[src/cachePkg.sv]
`default_nettype none

package cachePkg;

  // address splits into tag, index and offset
  parameter int AddrWidth = 32;
  parameter int Xlen = 64;
  parameter int WordsPerLine = 4;
  parameter int OffsetWidth = 5;
  parameter int IndexWidth = 6;
  parameter int NumSets = 64;
  parameter int TagWidth = AddrWidth - IndexWidth - OffsetWidth;

  typedef logic [AddrWidth-1:0] addrT;

  typedef logic [Xlen-1:0] wordT;

  typedef logic [TagWidth-1:0] tagT;

  typedef logic [IndexWidth-1:0] indexT;

  // word position inside a line
  typedef logic [1:0] beatT;

  // word 0 sits in the low 64 bits
  typedef wordT [WordsPerLine-1:0] lineT;

endpackage

`default_nettype wire

[src/wayMerge.sv]
`default_nettype none

module wayMerge #(
  parameter int numWays = 2
) (
  input  wire                                 clk,
  input  wire                                 rst_n,
  input  wire [numWays-1:0]                   wayHit_i,
  input  wire cachePkg::lineT [numWays-1:0]   wayLines_i,
  input  wire cachePkg::beatT                 beatSel_i,
  input  wire                                 capture_i,
  output logic                                anyHit_o,
  output cachePkg::wordT                      rd_data_o
);

  cachePkg::lineT hitLine;
  cachePkg::wordT hitWord;

  assign anyHit_o = |wayHit_i;

  // and-or select where only the hitting way contributes
  always_comb begin
    hitLine = '0;
    for (int w = 0; w < numWays; w++) begin
      if (wayHit_i[w]) begin
        hitLine = hitLine | wayLines_i[w];
      end
    end
  end

  assign hitWord = hitLine[beatSel_i];

  // holds until the next hit compare
  always_ff @(posedge clk or negedge rst_n) begin
    if (!rst_n) begin
      rd_data_o <= '0;
    end else if (capture_i && anyHit_o) begin
      rd_data_o <= hitWord;
    end
  end

  // a line lives in one way only
  singleHit: assert property (@(posedge clk) disable iff (!rst_n)
    capture_i |-> $onehot0(wayHit_i));

endmodule

`default_nettype wire
[config.mk]
export PLATFORM = sky130hd
export DESIGN_NAME = wayMerge
export DESIGN_NICKNAME = d
export VERILOG_FILES = /design/src/cachePkg.sv /design/src/wayMerge.sv
export SDC_FILE = /design/constraint.sdc
export NUM_CORES = 1
export LEC_CHECK = 0
export BUFFER_PORTS_ARGS = -buffer_cell sky130_fd_sc_hd__buf_2
export CAP_MARGIN = 20
export CORE_AREA = 4 4 224 226
export CTS_BUF_LIST = sky130_fd_sc_hd__clkbuf_4
export CTS_CLUSTER_SIZE = 10
export DETAILED_ROUTE_END_ITERATION = 10
export DIE_AREA = 0 0 228 230
export GPL_ROUTABILITY_DRIVEN = 0
export PLACE_DENSITY = 0.45
export SLEW_MARGIN = 20
export SYNTH_ARGS = -nofsm -noshare
export SYNTH_HDL_FRONTEND = slang
export SYNTH_SLANG_ARGS = --single-unit
[constraint.sdc]
create_clock -name clk -period 2.3 [get_ports clk]
set_input_delay 0.115 -clock clk [delete_from_list [all_inputs] [get_ports clk]]
set_output_delay 0.115 -clock clk [all_outputs]
set_load 0.1 [all_outputs]
Word level (Yosys, flattened, before mapping):

Cells that the tools add are included.
W data, S select, Z words.

* register bits: 64
* input bits: 519
* output and inout bits: 65
* word-level logic and storage cells: 9

* $lt $le $gt $ge: 1
* mux-type cells: 4
* bitwise operators: 1
* reductions and logical operators: 2

Operators by type and width (count)
* $mux W256: 2
* $or A256 B256 Y256: 1
* $bmux W64 S2: 1
* $mux W64: 1
* $lt A2 B3 Y1 const B: 1
* $reduce_or A2 Y1: 1
* $logic_and A1 B1 Y1: 1

Depth between registers and ports, before layout:

* depth in word-level cells: 5
* gate-level depth with buffers: 6
* depth with buffers taken out: 3

Worst setup path before layout:

OpenSTA, ideal clock, no wires.

* kind: register to register
* start point: register, netlist name rd_data_o[0]
* end point: register rd_data_o[0]
* setup time: 0.104 ns
* arrival time: 1.106 ns
* data required time: 2.196 ns
* setup slack: 1.090 ns
* cell stages (with the launch flop): 3
* buffers on the path: 0
* period minus slack after synthesis: 1.210 ns
* cell sequence: dfrtp_1 -> nand2_1 -> o41ai_2

RTL lines
* end signal: assignment: line wayMerge.sv:38 `rd_data_o <= hitWord;`
* end: declaration: line wayMerge.sv:13 `output cachePkg::wordT rd_data_o`

Final worst setup path:

* start point: input wayHit_i[1]
* end point: register rd_data_o[45]

* word-level cells in the longest chain between the ends: 3
* elaborated cells on any way between the ends: 5
* classes of those cells: 3 x mux; 2 x reduce/logical

RTL lines
* start: declaration: line wayMerge.sv:8 `input wire [numWays-1:0] wayHit_i,`
* $mux W256: line wayMerge.sv:25 `if (wayHit_i[w]) begin`
* $bmux W64 S2: line wayMerge.sv:31 `assign hitWord = hitLine[beatSel_i];`
* $mux W64 (implied by the code): line wayMerge.sv:31

Several ways; a longest one is shown, not always the timed one. The select of a mux whose other input is x is not followed.
A chain may end at the register's enable or synchronous reset.

==> impl_metrics.toml <==
[floorplan]
fp.dieH_um = 230
initial_core_util_pct = 12.5
core_um2 = 48300
die_area_um2 = 52400
placementRows = 81
boundaryPins = 584
fp.dieW_um = 228

[layout]
final_common_cell = "buf_2"
layout-drive-gt1-share_pct = 51.0
num-nets-final = 1902
reg.largest.list = "rd_data_o: 64 flops"
n_fill_cell = 5245
largest_register_ffs = 64
instances_no_fill = 2013
largest_register = "rd_data_o"
areaGrowthSynthToFinish_pct = 101
final_cell_mix = "buf_2 (580), dlygate4sd3_1 (224), a221oi_1 (128), a22oi_1 (126), nand2_1 (67)"

[worst_setup_path]
reg2reg_slack_ns = 1.03
crit_arrival_ns = 2.65
r2r-start = "rd_data_o[40]$_DFFE_PN0P_"
crit_path_end_kind = "flip-flop"
endpoint = "rd_data_o[45]$_DFFE_PN0P_"
ff2ff_path_depth = 3
crit_start = "wayHit_i[1]"
path_max_fanout = 42
crit_type = "in2reg"
worstPathRequired_ns = 2.72
r2r-end = "rd_data_o[40]$_DFFE_PN0P_"
startpoint_type = "input pin"

[place]
dp_worst_setup_slack_ns = 0.380
numPortBuffers = 583
dp.cells = 1770
dpl.hpwl_um = 29800

[sta]
hold_slack_ns = 0.183
skew_ns = 0
report.final.hold_viol_count = 0
fin_setup_tns_ns = 0
rsz0062_at_grt = "false"
fmax_ghz = 0.447
setup_violations = 0
fin_crit_ns = 2.24
drv_slew = 0
worst_slew_pin_slew_ns = 0.976
layout_setup_ws_ns = 0.0607
maxSlewHeadroom_pct = 34.9
min_period_over_period_pct = 97.4

[detailed_routing]
drtIter0Drc = 498
firstDrtPassIters = 5
ant_nets = 0
vias = 9433
drc = 0
wl_per_cell_um = 19.6
wirelength_um = 39500
via_per_inst = 4.69

[synthesis]
syn_nets = 1139
syn_inst = 620
yosysWarnings = 0
ys_seq_elements = 64
synthDistinctLibCells = 18
syn_area_per_cell_um2 = 9.71
seq_area_frac_synth_pct = 26.6
syn_area_um2 = 6020

[global_routing]
track_usage_pct = 14.4
grt_pass1_vias = 9898
grt_remaining_overflow = 0
grt_pass1_wl_um = 58400
antenna_found_initial = 4
grt_max_degree = 67

[worst_hold_path]
worstHoldPathType = "in2reg"

[clock_tree]
postCtsSetupBuffers = 0
cts.clk_slew.worst_paths_ns = 0.11
clock_latency_ns = 0.54
clockBufferDepth = 2
cts_tree = "yes"
cts-htree-levels = 3
cts.sinks = 64
cts-root-buf = "clkbuf_4"
cts_made_buffers = 9

[job]
max-cap-violations = 0

[pwr]
ir_drop_uv = 249
leakage_nw = 5.91
p_per_area_nw_per_um2 = 485

[outcome]
status = "finished, final reports clean"
==> how the worst min path moves through the flow <==
stage | to | start | slack [ns] | cells past startpoint
floorplan | rd_data_o[0]$_DFFE_PN0P_ | rst_n | -0.18 | 0
global placement | rd_data_o[9]$_DFFE_PN0P_ | rst_n | 0.33 | 1
detailed placement | rd_data_o[9]$_DFFE_PN0P_ | rst_n | 0.33 | 1
CTS | rd_data_o[59]$_DFFE_PN0P_ | capture_i | 0.05 | 5
global route | rd_data_o[8]$_DFFE_PN0P_ | capture_i | 0.12 | 5
finish | rd_data_o[8]$_DFFE_PN0P_ | capture_i | 0.18 | 5
==> final cells by class <==
class	instances	area (um^2)	share of cell area (%)
well taps	622	778	6.42
repair buffers	850	5620	46.3
diodes	4	10.0	0.0826
flip-flops and latches	64	1600	13.2
clock buffers	11	82.6	0.682
clock inverters	4	46.3	0.382
multi-input cells	458	3980	32.9
==> routing by layer <==
metal	GRT usage (%)	vias to the layer above	wire [um]
met1	17.6	4600	16200
met4	6.35	0	1300
met3	3.38	65	3000
met5	0	-	0
li1	-	4263	-
met2	24.3	505	19000
==> through the flow <==
stage          power, mW  utilization (%)  area [um^2]
2_1_floorplan       3.55                -         6020
3_3_place_gp        4.58             20.1         9730
3_5_place_dp        4.59             20.1         9730
4_1_cts             5.98             25.0        12100
5_1_grt             6.22             25.0        12100
6_report            5.88             25.1        12100
==> repair_timing <==
item,4_1_cts,5_1_grt
gates resized for setup,0,0
endpoints found under the hold margin,128,0
hold buffers,224,0
==> cell families after synthesis <==
group           synth area share (%)
compound gates                  60.5
buf+inv                         8.04
flops                           26.6
simple gates                    4.86
==> synthesized netlist by cell type <==
library cell	instances	share of area (%)
a211oi_1	1	0.12
a221oi_1	128	19
a22o_1	63	9.2
a22oi_1	126	16
a32o_1	1	0.17
buf_2	75	6.2
buf_4	6	0.75
clkbuf_1	17	1.1
dfrtp_1	64	27
nand2_1	67	4.2
nand2_2	1	0.10
nand2b_1	2	0.21
nor2_1	1	0.062
nor2b_1	2	0.21
o21ai_1	1	0.083
o41ai_1	5	0.73
o41ai_2	59	16
or2_2	1	0.10
==> power breakdown <==
group	leakage (nW)	internal, mW	switching (mW)
registers	0.778	1.30	0.108
clock network	0.0704	0.343	0.522
logic	5.07	1.27	2.33
total	5.91	2.92	2.96
==> worst max-delay path: stages <==
cell and delay (ns):
clkbuf_8 0.33, buf_12 0.24, buf_4 0.26, a22oi_1 0.08, dlygate4sd3_1 0.56, a22o_1 0.19
dlygate4sd3_1 0.58, o41ai_2 0.21
(Power assumes the default switching activity.)
