File: config.mk
export PLATFORM = sky130hd
export DESIGN_NAME = cacheCtrl
export DESIGN_NICKNAME = d
export VERILOG_FILES = /design/src/cachePkg.sv /design/src/cacheCtrl.sv
export SDC_FILE = /design/constraint.sdc
export NUM_CORES = 1
export LEC_CHECK = 0
export ABC_AREA = 1
export BUFFER_PORTS_ARGS = -buffer_cell sky130_fd_sc_hd__buf_2
export CAP_MARGIN = 20
export CORE_AREA = 3 3 93 95
export DETAILED_ROUTE_END_ITERATION = 7
export DIE_AREA = 0 0 96 98
export PLACE_DENSITY = 0.67
export SKIP_LAST_GASP = 1
export SYNTH_ARGS = -nofsm -noshare
export SYNTH_HDL_FRONTEND = slang
export SYNTH_SLANG_ARGS = --single-unit
File: constraint.sdc
create_clock -name clk -period 3.85 [get_ports clk]
set_input_delay 0.1925 -clock clk [delete_from_list [all_inputs] [get_ports clk]]
set_output_delay 0.1925 -clock clk [all_outputs]
set_load 0.1 [all_outputs]
File: src/cachePkg.sv
`default_nettype none

package cachePkg;

  // address splits into tag, index and offset
  parameter int AddrWidth = 32;
  parameter int Xlen = 64;
  parameter int WordsPerLine = 4;
  parameter int OffsetWidth = 5;
  parameter int IndexWidth = 6;
  parameter int NumSets = 64;
  parameter int TagWidth = AddrWidth - IndexWidth - OffsetWidth;

  typedef logic [AddrWidth-1:0] addrT;

  typedef logic [Xlen-1:0] wordT;

  typedef logic [TagWidth-1:0] tagT;

  typedef logic [IndexWidth-1:0] indexT;

  // word position inside a line
  typedef logic [1:0] beatT;

  // word 0 sits in the low 64 bits
  typedef wordT [WordsPerLine-1:0] lineT;

endpackage

`default_nettype wire

File: src/cacheCtrl.sv
`default_nettype none

module cacheCtrl #(
  parameter int numWays = 2
) (
  input  wire                     clk,
  input  wire                     rst_n,
  input  wire                     valid_i,
  input  wire cachePkg::addrT     addr_i,
  output logic                    addr_ok_o,
  output logic                    data_ok_o,
  input  wire                     anyHit_i,
  input  wire [numWays-1:0]       wayValid_i,
  output logic                    lookupEn_o,
  output cachePkg::indexT         lookupIndex_o,
  output cachePkg::tagT           reqTag_o,
  output cachePkg::beatT          beatSel_o,
  output logic                    capture_o,
  output logic [numWays-1:0]      refillWe_o,
  output cachePkg::indexT         refillIndex_o,
  output cachePkg::beatT          refillBeat_o,
  output cachePkg::wordT          refillWord_o,
  output logic                    cacheRdValid_o,
  output cachePkg::addrT          cacheAddr_o,
  input  wire                     rdValid_i,
  input  wire cachePkg::wordT     rdData_i,
  input  wire                     rdLast_i
);

  localparam int WayBits = (numWays > 1) ? $clog2(numWays) : 1;

  typedef enum logic [1:0] {
    StIdle,
    StCompare,
    StRefill,
    StReplay
  } stateT;

  stateT              state;
  stateT              stateNext;
  cachePkg::addrT     reqAddr;
  cachePkg::indexT    reqIndex;
  cachePkg::beatT     beatCnt;
  logic               accept;
  logic               missNow;
  logic               lastBeat;
  logic               freeFound;
  logic [WayBits-1:0] rrPtr;
  logic [WayBits-1:0] victimIdx;
  logic [numWays-1:0] victimSel;

  // new request taken while idle or behind a hit
  assign accept = valid_i && (state == StIdle || (state == StCompare && anyHit_i));
  assign missNow = (state == StCompare) && !anyHit_i;
  assign lastBeat = (state == StRefill) && rdValid_i && rdLast_i;

  always_comb begin
    stateNext = state;
    case (state)
      StIdle: begin
        if (accept) begin
          stateNext = StCompare;
        end
      end
      StCompare: begin
        if (!anyHit_i) begin
          stateNext = StRefill;
        end else if (!valid_i) begin
          stateNext = StIdle;
        end
      end
      StRefill: begin
        if (lastBeat) begin
          stateNext = StReplay;
        end
      end
      default: begin
        stateNext = StCompare;
      end
    endcase
  end

  always_ff @(posedge clk or negedge rst_n) begin
    if (!rst_n) begin
      state <= StIdle;
      addr_ok_o <= 1'b0;
      data_ok_o <= 1'b0;
    end else begin
      state <= stateNext;
      addr_ok_o <= accept;
      data_ok_o <= (state == StCompare) && anyHit_i;
    end
  end

  always_ff @(posedge clk) begin
    if (accept) begin
      reqAddr <= addr_i;
    end
  end

  assign reqIndex = reqAddr[cachePkg::OffsetWidth +: cachePkg::IndexWidth];
  assign reqTag_o = reqAddr[cachePkg::AddrWidth-1 -: cachePkg::TagWidth];
  assign beatSel_o = reqAddr[cachePkg::OffsetWidth-1 -: $bits(cachePkg::beatT)];

  // replay re-reads the latched set once the line is complete
  assign lookupEn_o = accept || (state == StReplay);
  assign lookupIndex_o = (state == StReplay) ? reqIndex :
                         addr_i[cachePkg::OffsetWidth +: cachePkg::IndexWidth];
  assign capture_o = (state == StCompare);

  // take the lowest empty way or else the round-robin way
  always_comb begin
    freeFound = 1'b0;
    victimIdx = rrPtr;
    for (int w = 0; w < numWays; w++) begin
      if (!freeFound && !wayValid_i[w]) begin
        freeFound = 1'b1;
        victimIdx = WayBits'(w);
      end
    end
  end

  always_ff @(posedge clk or negedge rst_n) begin
    if (!rst_n) begin
      rrPtr <= '0;
      victimSel <= '0;
      beatCnt <= '0;
    end else begin
      if (missNow) begin
        victimSel <= numWays'(1) << victimIdx;
        if (!freeFound) begin
          rrPtr <= (rrPtr == WayBits'(numWays - 1)) ? '0 : rrPtr + 1'b1;
        end
      end
      if (state == StRefill && rdValid_i) begin
        beatCnt <= rdLast_i ? '0 : beatCnt + 1'b1;
      end
    end
  end

  assign refillWe_o = (state == StRefill && rdValid_i) ? victimSel : '0;
  assign refillIndex_o = reqIndex;
  assign refillBeat_o = beatCnt;
  assign refillWord_o = rdData_i;

  assign cacheRdValid_o = (state == StRefill);
  assign cacheAddr_o = {reqAddr[cachePkg::AddrWidth-1:cachePkg::OffsetWidth],
                        {cachePkg::OffsetWidth{1'b0}}};

  // each refill beat lands in exactly one way
  refillOneWay: assert property (@(posedge clk) disable iff (!rst_n)
    cacheRdValid_o && rdValid_i |-> $onehot(refillWe_o));

  // burst request and its address are held through the last beat
  rdValidHeld: assert property (@(posedge clk) disable iff (!rst_n)
    cacheRdValid_o && !(rdValid_i && rdLast_i) |=> cacheRdValid_o && $stable(cacheAddr_o));

endmodule

`default_nettype wire

Word-level counts from Yosys, hierarchy flattened

Cells that the tools add are included.

Register bits after elaboration: 41
Word-level logic and storage cells: 43

$add $sub $neg: 2
Equality and inequality tests: 6
Shift-type cells: 1
Multiplexer cells: 13
Bitwise logic cells: 1
Reduce and logical (&&, ||, !) cells: 13

Operators by type and width:

| cell                  | number |
|---|---|
| $mux W2               | 6 |
| $logic_and A1 B1 Y1   | 6 |
| $mux W6               | 1 |
| $pmux W2 S3           | 1 |
| $mux W1               | 5 |
| $eq A2 B2 Y1 const B  | 2 |
| $ne A3 B3 Y1 const B  | 1 |
| $reduce_and A3 Y1     | 1 |
| $add A2 B1 Y2 const B | 1 |
| $eq A2 B1 Y1 const B  | 1 |
| $logic_not A1 Y1      | 2 |
| $logic_not A2 Y1      | 1 |
| $logic_or A1 B1 Y1    | 2 |
| $ne A2 B1 Y1 const B  | 1 |
| $ne A2 B2 Y1 const B  | 1 |
| $reduce_and A2 Y1     | 1 |
| $shl A1 B1 Y2 const A | 1 |
| $add A1 B1 Y1 const B | 1 |
| $not A1 Y1            | 1 |

Depth between registers and ports, before layout

Gate-level depths: netlist of run 1.

Word-level depth: 6
Mapped depth: 8
Depth with buffers taken out: 8

Worst setup path before layout of run 1

OpenSTA, ideal clock, no wires.

Path kind: reg2out
Start point: register state[1]
End point: output port lookupEn_o
Data arrival time: 3.339 ns
Slack: 0.318 ns
Cell stages (with the launch flop): 6
Path through: dfrtp_1 -> inv_1 -> ha_1 -> nand2_1 -> a21oi_2 -> or2_1

Word-level cells in the longest chain between the ends: 5

RTL lines:

| element                  | line             | text |
|---|---|---|
| start: declaration       | cacheCtrl.sv:39  | `stateT state;` |
| start signal: assignment | cacheCtrl.sv:85  | `state <= StIdle;` |
| start signal: assignment | cacheCtrl.sv:89  | `state <= stateNext;` |
| $eq A2 B1 Y1             | --               |  |
| named net capture_o      | cacheCtrl.sv:18  | `output logic capture_o,` |
| $logic_and A1 B1 Y1      | cacheCtrl.sv:53  | `assign accept = valid_i && (state == StIdle \|\| (state == StCompare && anyHit_i));` |
| $logic_or A1 B1 Y1       | cacheCtrl.sv:53  |  |
| $logic_and A1 B1 Y1      | cacheCtrl.sv:53  |  |
| named net accept         | cacheCtrl.sv:44  | `logic accept;` |
| $logic_or A1 B1 Y1       | cacheCtrl.sv:106 | `assign lookupEn_o = accept \|\| (state == StReplay);` |
| end: declaration         | cacheCtrl.sv:14  | `output logic lookupEn_o,` |

The timed path passes the listed nets, and every way through them passes these cells.

Worst setup path in the final report of run 1

Start point: register state[1]
End point: output port lookupEn_o

Word-level cells in the longest chain between the ends: 5

RTL lines:

| element                 | line |
|---|---|
| $eq A2 B1 Y1            | cacheCtrl.sv:53 |
| $logic_and A1 B1 Y1     | cacheCtrl.sv:53 |
| $logic_or A1 B1 Y1 (*)  | cacheCtrl.sv:53 |
| $logic_and A1 B1 Y1 (*) | cacheCtrl.sv:53 |
| named net accept        | cacheCtrl.sv:44 |
| $logic_or A1 B1 Y1 (*)  | cacheCtrl.sv:106 |

Mark *: on every way through the listed nets, which the timed path passes. The rest lies on a longest branch.

==> out/qor.txt, run 1 <==
Antenna violations before repair: 0
Final Cycle Share: 0.642
Setup tns final: 0 ns
Worst Hold Class: primary input to register
First-pass DRT Iterations: 4
Worst Skew: 0.00493 ns
Share of layout cells above drive strength 1: 0.496
H-tree levels: 2
CTS tree: yes
Cell count after synthesis: 211
Via density: 3.83
Synth top area share: 0.400
Post-route ant nets: 0
CP delay by family, top: buffers and inverters
Register Area: 1100 um2
Post-synth ARST share: 0.237
TritonCTS Buffers: 5
Worst EP required: 3.66 ns
Max stage delay on crit path: 0.42 ns
GRT Total Usage: 0.0812
Status: complete, no violations
Starting Density: 0.279
Avg Inst Size Synth: 10.3 um2
Largest net degree at the start of global routing: 32
Hold Fails Final Rpt: 0
Die Span Y: 98 um
Vias in the first global route: 1221
# fillers: 860
DR WL/cell: 11.7 um
Footprint of the multi-input gates: 324 um2
Pwr Total: 2.60 mW
WS Path Type: register to output pin
Syn Std Cell Area: 2180 um2
Number of synthesized flops with an enable pin: 29
Most common cell in the netlist: buf_4
CORE AREA: 7810 um2
DRC: 0
Root Buffer: clkbuf_8
Ys Warns: 0
WP buf/inv: 3
CTS max path bufs: 2
Top cells by area, synth: edfxtp_1 40%, buf_4 33%, dfrtp_1 10%, nand2_1 6.0%, inv_1 2.8%
RSZ-0062 raised after global routing: no
Clock transition at path regs: 0.07 ns
Global route overflow: 0
Vias: 1295
Startpoint Class: register
Gp weighted congestion: 0.713
Antenna cells: 0
Slowest cell on crit path: dfrtp_1
Final HPWL DP: 3220 um
Lkg Pwr: 1.13 nW
Final WL: 3960 um
Num ports: 244
Pins Over Slew Limit: 0
First-pass GRT wire length: 5880 um
Critical Path, Cell by Cell: inv_1 > ha_1 > nand2_1 > a21oi_4 > buf_4 > or2_1 > buf_2
Seq cells post-synth: 38
Most common library cells after synthesis: 96 x buf_4, 35 x nand2_1, 29 x edfxtp_1, 16 x inv_1, 9 x dfrtp_1
Pwr/cell area: 1160 nW/um2
Peak supply drop: 0.000351 V
Site Rows: 32
Die Area: 9410 um2
Synthesis-to-layout area growth: 2.93%
Final min period: 2.47 ns
Worst Path Arrival: 2.28 ns
Max-cap violations: 0
Cell taking the most area after synthesis: edfxtp_1
PortBufs: 107
Final setup vio count: 0
Dominant synthesized flop cell: edfxtp_1
Post-CTS Resized: 0
Final nets: 343
Clock Sinks: 38
Distinct cells, synth: 18
Worst Setup End Kind: output pin
First-iteration detailed-routing DRC count: 41
Crit path max fanout: 31
FMAX: 404 MHz
Die Width: 96 um
Sequential fraction of the synthesis area: 0.503
Later-pin clock latency in the skew report: 0.28 ns
-- cells by family after synthesis --
kind of cell	Yosys count	synth area share
AOI/OAI and AO/OA	9	0.0247
buffers and inverters	112	0.358
xor gates and xnor gates	1	0.00402
other	1	0.00172
DFF	38	0.503
and+or+nand+nor	46	0.0850
adders and majority gates	4	0.0230
-- state kept, by name, summed over array words and instances, names as in the netlist --
name	count
data_ok_o	1
victimSel	2
refillBeat_o	2
state	2
reqAddr	29
rrPtr	1
addr_ok_o	1
-- placed cells by master (no fill, tap or decap), drive strengths merged --
cell and count:
buf 108, nand2 36, edfxtp 29, inv 16
dfrtp 9, clkbuf 6, conb 5, nor2 5
nand3 4, ha 4, a21oi 4, o21ai 3
clkinv 2, or2 1, o21a 1, xor2 1
a21boi 1, dlygate4sd3 1
-- timing repair --
| action | CTS | global route |
|---|---|---|
| endpoints found under the hold margin | 9 | 0 |
| setup endpoints to repair | 0 | 0 |
| buffers inserted | 0 | 0 |
| hold buffers | 1 | 0 |
-- worst register-to-register path, cell delays in order, from the launching register on --
cell and delay, ns:
dfrtp_1 0.42, inv_1 0.09, ha_1 0.24, nand2_1 0.15
a21oi_4 0.14, buf_4 0.36
-- report_power, final --
part / total [mW] / switching, mW / internal (mW)
Clock: 0.252 / 0.127 / 0.124
Sequential: 0.634 / 0.0555 / 0.579
Combinational: 1.71 / 1.52 / 0.191
Total: 2.60 / 1.71 / 0.894
-- metrics by stage --
step                hold WS [ns]  utilization  setup slack [ns]  instance area (um2)  std cells
floorplan                 -0.103            -             0.318                 2190        215
global placement          0.0628        0.275              1.73                 2150        329
detailed placement        0.0589        0.275              1.65                 2150        329
CTS                       0.0690        0.287              1.32                 2240        338
global route              0.0577        0.287              1.17                 2240        338
finish                    0.0840        0.287              1.38                 2240        338
-- layer usage --
| layer | vias to the layer above | part of all wire | GRT usage |
|---|---|---|---|
| met4 | 0 | 0.022 | 0.0460 |
| met1 | 576 | 0.34 | 0.0793 |
| li1 | 608 | - | - |
| met3 | 12 | 0.15 | 0.0416 |
| met5 | - | 0 | 0 |
| met2 | 99 | 0.50 | 0.135 |
-- final cells by class --
class	instances	share of cell area
multi-input cells	65	0.145
repair buffers	109	0.247
flip-flops and latches	38	0.489
clock inverters	2	0.00391
clock buffers	6	0.0324
well taps	102	0.0569
inverters	16	0.0268
-- worst paths after layout --
kind	slack, ns	cells after the start	to	startpoint
min	0.08	1	reqAddr[20]	addr_i[20]
min in group asynchronous	0.30	2	victimSel[0]	rst_n
max in group asynchronous	3.36	2	addr_ok_o	rst_n
max reg2reg	2.08	5	reqAddr[17]	state[1]
min reg2reg	0.47	1	rrPtr	rrPtr
max	1.38	7	lookupEn_o	state[1]
Power figures use the tool's default switching activity.
==> inputs of run 2 (changes only) <==
--- a/config.mk
+++ b/config.mk
@@ -5,13 +5,13 @@
 export SDC_FILE = /design/constraint.sdc
 export NUM_CORES = 1
 export LEC_CHECK = 0
-export ABC_AREA = 1
+export ABC_AREA = 0
 export BUFFER_PORTS_ARGS = -buffer_cell sky130_fd_sc_hd__buf_2
 export CAP_MARGIN = 20
 export CORE_AREA = 3 3 93 95
 export DETAILED_ROUTE_END_ITERATION = 7
 export DIE_AREA = 0 0 96 98
-export PLACE_DENSITY = 0.67
+export PLACE_DENSITY = 0.69
 export SKIP_LAST_GASP = 1
 export SYNTH_ARGS = -nofsm -noshare
 export SYNTH_HDL_FRONTEND = slang
==> constraint.sdc (replaced) <==
create_clock -name clk -period 2.14 [get_ports clk]
set_input_delay 0.107 -clock clk [delete_from_list [all_inputs] [get_ports clk]]
set_output_delay 0.107 -clock clk [all_outputs]
set_load 0.1 [all_outputs]
==> run 2 against run 1 <==
Highest routed layer unchanged. Sequential cell count stayed put. Count of clock-buffer cells in the layout shrank 1. Combinational power grew 69%.
==> out/qor.txt, run 2 <==
Status: complete, no violations (unchanged)
Register Area: 1100 um2 (unchanged)
Post-synth ARST share: 0.237 (unchanged)
Biggest register: reqAddr (unchanged)
Clock Sinks: 38 (unchanged)
Finished Layout Cells: 333 (was 338)
Worst EP required: 2.03 ns (was 3.66 ns)
CTS max path bufs: 2 (unchanged)
Final min period: 2.01 ns
PortBufs: 107 (unchanged)
Placed Instances: 298 (was 329)
Critical Path, Cell by Cell: inv_1 > ha_4 > and2_4 > o21a_2 > or2_4 > buf_12 (was inv_1 > ha_1 > nand2_1 > a21oi_4 > buf_4 > or2_1 > buf_2)
Vias: 1314 (was 1295)
Global route overflow: 0 (unchanged)
H-tree levels: 2 (unchanged)
Pins Over Slew Limit: 0 (unchanged)
Worst Reg-to-Reg Cells: 5 (unchanged)
Most common cell after layout, fill and taps aside: buf_2 (unchanged)
Clock transition at path regs: 0.08 ns (was 0.07 ns)
Starting Density: 0.276 (was 0.279)
Root Buffer: clkbuf_8 (unchanged)
Die Width: 96 um (unchanged)
CORE AREA: 7810 um2 (unchanged)
Sequential fraction of the synthesis area: 0.509 (was 0.503)
CTS tree: yes (unchanged)
Post-synthesis compound-gate area fraction: 0.0325 (was 0.0247)
Startpoint Class: register (unchanged)
Number of synthesized flops with an enable pin: 29 (unchanged)
Hold Fails Final Rpt: 0 (unchanged)
XOR/XNOR Fraction of Synth Area: 0.00407 (was 0.00402)
Seq cells post-synth: 38 (unchanged)
Lkg Pwr: 1.15 nW (was 1.13 nW)
Final WL: 4560 um (was 3960 um)
Hold Slack: 0.0116 ns (was 0.0840 ns)
Avg Inst Size Synth: 11.9 um2 (was 10.3 um2)
Most common cell in the netlist: buf_4 (unchanged)
RSZ-0062 raised after global routing: no (unchanged)
First-pass DRT Iterations: 4 (unchanged)
Crit path max fanout: 11 (was 31)
Worst Skew: 0.00363 ns (was 0.00493 ns)
Worst Path Arrival: 1.91 ns (was 2.28 ns)
Hold buffer count at cts: 25 (was 1)
First-iteration detailed-routing DRC count: 31 (was 41)
First-pass GRT wire length: 6990 um (was 5880 um)
Worst hold path depth: 1 (unchanged)
Worst Setup End Kind: output pin (unchanged)
Max reg flops: 29 (unchanged)
Post-CTS Resized: 0 (unchanged)
Final setup vio count: 0 (unchanged)
Die Area: 9410 um2 (unchanged)
Die Span Y: 98 um (unchanged)
Antenna violations before repair: 0 (unchanged)
Synthesis-to-layout area growth: 16.9% (was 2.93%)
Cell taking the most area after synthesis: edfxtp_1 (unchanged)
Post-placement setup slack: 0.399 ns (was 1.65 ns)
Later-pin clock latency in the skew report: 0.28 ns (about the same)
Pwr/cell area: 1790 nW/um2 (was 1160 nW/um2)
Final Cycle Share: 0.941
Pwr Total: 4.50 mW (was 2.60 mW)
Worst-Margin Slew: 0.520 ns
Peak supply drop: 0.000789 V (was 0.000351 V)
DR WL/cell: 13.7 um (was 11.7 um)
Mux share of post-synthesis cell area: 0.0366 (was 0)
GRT Total Usage: 0.0956 (was 0.0812)
Synth top area share: 0.404 (was 0.400)
FMAX: 497 MHz
Num ports: 244 (unchanged)
Max-cap violations: 0 (unchanged)
Ys Warns: 0 (unchanged)
Post-Synth Adder-Cell Area: 0.0232 (was 0.0230)
Most common library cells after synthesis: 96 x buf_4, 29 x edfxtp_1, 9 x dfrtp_1, 7 x mux2_2 (was 96 x buf_4, 35 x nand2_1, 29 x edfxtp_1, 16 x inv_1, 9 x dfrtp_1)
Dominant synthesized flop cell: edfxtp_1 (unchanged)
Post-route ant nets: 0 (unchanged)
WS Path Type: register to output pin (unchanged)
DRC: 0 (unchanged)
Gp weighted congestion: 0.703 (was 0.713)
Setup slack after layout: 0.126 ns (was 1.38 ns)
Syn Std Cell Area: 2150 um2 (was 2180 um2)
TritonCTS Buffers: 5 (unchanged)
Slew HR: 0.656
Cell count after synthesis: 181 (was 211)
Share of layout cells above drive strength 1: 0.563 (was 0.496)
Post-layout util: 0.322 (was 0.287)
# fillers: 818 (was 860)
Largest family of logic cells by synthesized area: buffers and inverters (unchanged)
Site Rows: 32 (unchanged)
Vias in the first global route: 1414 (was 1221)
Distinct cells, synth: 27 (was 18)
Simple-Gate Fraction of Synth Area: 0.0506 (was 0.0850)
Final HPWL DP: 3600 um (was 3220 um)
Via density: 3.95 (was 3.83)
Slowest cell on crit path: dfrtp_1 (unchanged)
Antenna cells: 0 (unchanged)
Footprint of the multi-input gates: 357 um2 (was 324 um2)
Worst Hold Class: primary input to register (unchanged)
Most frequent cells in the layout: 106 x buf_2, 29 x edfxtp_1, 27 x dlygate4sd3_1, 9 x dfrtp_1, 7 x mux2_2 (was 107 x buf_2, 35 x nand2_1, 29 x edfxtp_1, 16 x inv_1, 9 x dfrtp_1)
Finished Cell Area: 2520 um2 (was 2240 um2)
Post-CTS setup buffers: 0 (unchanged)
Final nets: 338 (was 343)
Cell Area, Placed: 2160 um2 (was 2150 um2)
Setup tns final: 0 ns (unchanged)
Top cells by area, synth: edfxtp_1 40%, buf_4 33%, dfrtp_1 10%, mux2_2 3.7%, ha_1 2.3% (was edfxtp_1 40%, buf_4 33%, dfrtp_1 10%, nand2_1 6.0%, inv_1 2.8%)
Largest net degree at the start of global routing: 22 (was 32)
Max stage delay on crit path: 0.43 ns (was 0.42 ns)
[run 2: layout make-up]
cell class	instances	share of cell area
Tap cell	102	0.0507
Clock inverter	3	0.00646
Clock buffer	5	0.0273
Sequential cell	38	0.435
Multi-Input combinational cell	47	0.142
Inverter	3	0.00447
Timing Repair Buffer	135	0.334
[run 2: critical path: cells and delay by family, from the launching register on]
family,cells,cell delay [ns]
AO/OA/AOI/OAI,1,0.30
adder cells (fa/ha/maj),1,0.19
buffers and inverters,2,0.28
flip-flops,1,0.43
AND/OR/NAND/NOR,2,0.42
[run 2: worst paths after layout]
kind,to,slack (ns),start
worst max-delay path,lookupEn_o,0.13,state[1]
worst min-delay path,reqAddr[21],0.01,addr_i[21]
worst max register to register,reqAddr[27],0.42,state[1]
worst min register to register,rrPtr,0.46,rrPtr
max in group asynchronous,addr_ok_o,1.75,rst_n
min in group asynchronous,state[0],0.20,rst_n
[run 2: cells by family after synthesis]
| family | Yosys count |
|---|---|
| XOR/XNOR | 1 |
| multiplexers | 7 |
| flip-flops | 38 |
| AND/OR/NAND/NOR | 20 |
| buffers and inverters | 100 |
| other | 1 |
| AO/OA/AOI/OAI | 10 |
| adder cells (fa/ha/maj) | 4 |
[run 2: where the power goes]
group	total (mW)	internal, mW	switching [mW]
Combinational	2.89	0.453	2.44
Sequential	1.12	1.02	0.101
Clock	0.484	0.223	0.260
Total	4.50	1.70	2.80
[run 2: per-layer routing]
metal | up-vias | global-route usage | part of all wire
met3 | 21 | 0.0431 | 0.10
met2 | 94 | 0.168 | 0.51
met5 | - | 0 | 0
li1 | 594 | - | -
met1 | 605 | 0.0975 | 0.37
met4 | 0 | 0.0350 | 0.016
==> inputs of run 3 (changes only) <==
--- a/config.mk
+++ b/config.mk
@@ -11,8 +11,9 @@
 export CORE_AREA = 3 3 93 95
 export DETAILED_ROUTE_END_ITERATION = 7
 export DIE_AREA = 0 0 96 98
-export PLACE_DENSITY = 0.69
+export PLACE_DENSITY_LB_ADDON = 0.1
 export SKIP_LAST_GASP = 1
+export SLEW_MARGIN = 10
 export SYNTH_ARGS = -nofsm -noshare
 export SYNTH_HDL_FRONTEND = slang
 export SYNTH_SLANG_ARGS = --single-unit
==> run 3 against run 2 <==
Setup slack improved by 0.13 ns. First-iteration DRC count fell by 39%. Via count rose by 0.76%. Die area did not move. Worst hold slack improved by 0.0040 ns. Largest cell class unchanged. Combinational power barely moved.
==> out/qor.txt, run 3 (synthesized netlist as in run 2, its figures left out) <==
Max reg flops: 29 (unchanged)
Worst reg2reg setup slack: 0.50 ns (was 0.42 ns)
Pwr/cell area: 1830 nW/um2 (was 1790 nW/um2)
H-tree levels: 2 (unchanged)
Worst min-delay path startpoint: addr_i[7] (was addr_i[21])
Share of layout cells above drive strength 1: 0.568 (was 0.563)
Worst Path Arrival: 1.78 ns (was 1.91 ns)
Die Width: 96 um (unchanged)
WS Path Type: register to output pin (unchanged)
Crit path max fanout: 6 (was 11)
Vias: 1324 (was 1314)
Final Cycle Share: 0.883 (was 0.941)
CORE AREA: 7810 um2 (unchanged)
# fillers: 825 (was 818)
Final nets: 336 (was 338)
PortBufs: 107 (unchanged)
Part of the power in registers: 0.246 (was 0.249)
Worst EP required: 2.03 ns (about the same)
Synthesis-to-layout area growth: 16.4% (was 16.9%)
DRC: 0 (unchanged)
Setup tns final: 0 ns (unchanged)
Startpoint Class: register (unchanged)
Clock Sinks: 38 (unchanged)
TritonCTS Buffers: 5 (unchanged)
Hold Slack: 0.0156 ns (was 0.0116 ns)
Max-cap violations: 0 (unchanged)
Worst Setup End Kind: output pin (unchanged)
Met1 Track Usage GR: 0.104 (was 0.0975)
Vias in the first global route: 1291 (was 1414)
Worst hold path depth: 1 (unchanged)
RSZ-0062 raised after global routing: no (unchanged)
Hold Fails Final Rpt: 0 (unchanged)
Most frequent cells in the layout: 106 x buf_2, 29 x edfxtp_1, 24 x dlygate4sd3_1, 9 x dfrtp_1, 7 x mux2_2 (was 106 x buf_2, 29 x edfxtp_1, 27 x dlygate4sd3_1, 9 x dfrtp_1, 7 x mux2_2)
DR WL/cell: 13.8 um (was 13.7 um)
CTS max path bufs: 2 (unchanged)
Pwr Total: 4.59 mW (was 4.50 mW)
Final HPWL DP: 3580 um (was 3600 um)
Comb power frac: 0.625 (was 0.643)
Worst Skew: 0.00727 ns (was 0.00363 ns)
Later-pin clock latency in the skew report: 0.28 ns (about the same)
Num ports: 244 (unchanged)
Final setup vio count: 0 (unchanged)
Reg-to-Reg Start: state[1] (unchanged)
Largest net degree at the start of global routing: 20 (was 22)
Gp weighted congestion: 0.690 (was 0.703)
Clock transition at path regs: 0.08 ns (about the same)
Die Span Y: 98 um (unchanged)
Pins Over Slew Limit: 0 (unchanged)
Final min period: 1.89 ns (was 2.01 ns)
Die Area: 9410 um2 (unchanged)
Global route overflow: 0 (unchanged)
Root Buffer: clkbuf_8 (unchanged)
Worst Reg-to-Reg Cells: 5 (unchanged)
Site Rows: 32 (unchanged)
Via density: 3.99 (was 3.95)
Worst Hold Class: primary input to register (unchanged)
Most common cell after layout, fill and taps aside: buf_2 (unchanged)
FF-to-FF End: reqAddr[19] (was reqAddr[27])
Antenna violations before repair: 1 (was 0)
Clock power frac: 0.129 (was 0.108)
Post-route ant nets: 0 (unchanged)
Peak supply drop: 0.000634 V (was 0.000789 V)
Starting Density: 0.276 (unchanged)
Post-CTS Resized: 0 (unchanged)
Lkg Pwr: 1.15 nW (about the same)
Switching Fraction: 0.605 (was 0.623)
GRT busiest layer: met2 (unchanged)
CTS tree: yes (unchanged)
First-pass GRT wire length: 6900 um (was 6990 um)
FMAX: 529 MHz (was 497 MHz)
Met2 Track Usage GR: 0.143 (was 0.168)
First-pass DRT Iterations: 4 (unchanged)
Net Switching: 2.78 mW (was 2.80 mW)
Internal Pwr Total: 1.81 mW (was 1.70 mW)
Worst Hold Endpoint: reqAddr[7] (was reqAddr[21])
GRT Total Usage: 0.0938 (was 0.0956)
First-iteration detailed-routing DRC count: 19 (was 31)
Status: complete, no violations (unchanged)
Final WL: 4580 um (was 4560 um)
Biggest register: reqAddr (unchanged)
Met3 Resource Use GR: 0.0632 (was 0.0431)
[run 3: cell type report]
type | count | area (um2) | area share
sequential | 38 | 1100 | 0.437
timing repair buffer | 133 | 806 | 0.322
multi-input combinational | 47 | 357 | 0.142
tap | 102 | 128 | 0.0509
clock buffer | 7 | 76.3 | 0.0305
clock inverter | 1 | 30.0 | 0.0120
inverter | 3 | 11.3 | 0.00449
antenna | 1 | 2.50 | 0.000999
[run 3: power groups by stage]
stage                     logic (mW)  clock network, mW  registers [mW]
final                           2.87              0.594            1.13
after global routing            2.97              0.666            1.16
after CTS                       2.89              0.629            1.13
after detailed placement        2.85                  0            1.15
after global placement          2.86                  0            1.14
after floorplan                 2.14                  0            2.12
[run 3: metrics by stage]
step	setup slack (ns)	instance area, um2	utilization	std cells
after CTS	0.213	2500	0.321	331
after global routing	0.146	2510	0.321	332
after global placement	0.502	2160	0.276	299
after floorplan	0.0848	2190	-	185
final	0.251	2510	0.321	332
after detailed placement	0.494	2160	0.276	299
[run 3: worst max-delay path, stage by stage (launching register included)]
cell,delay [ns]
dfrtp_1,0.43
inv_1,0.11
ha_4,0.19
and2_4,0.14
o21a_2,0.21
or2_4,0.24
buf_12,0.16
[run 3: per-layer routing]
metal | share of wire | wire [um] | vias up
met5 | 0 | 0 | -
met4 | 0.019 | 89 | 0
met3 | 0.18 | 804 | 20
met2 | 0.42 | 1930 | 124
met1 | 0.38 | 1750 | 583
li1 | - | - | 597
[run 3: what timing repair did]
action                                 in CTS  in global routing
buffers inserted                            0                  0
hold buffers                               24                  0
endpoints found under the hold margin      32                  0
setup endpoints to repair                   0                  0
[run 3: worst max-delay path by stage]
| stage | from | to | slack, ns |
|---|---|---|---|
| 2_1_floorplan | state[1] | lookupEn_o | 0.08 |
| 3_3_place_gp | state[1] | reqAddr[25] | 0.50 |
| 3_5_place_dp | state[1] | reqAddr[25] | 0.49 |
| 4_1_cts | state[1] | lookupEn_o | 0.21 |
| 5_1_grt | state[1] | lookupEn_o | 0.15 |
| 6_report | state[1] | lookupEn_o | 0.25 |
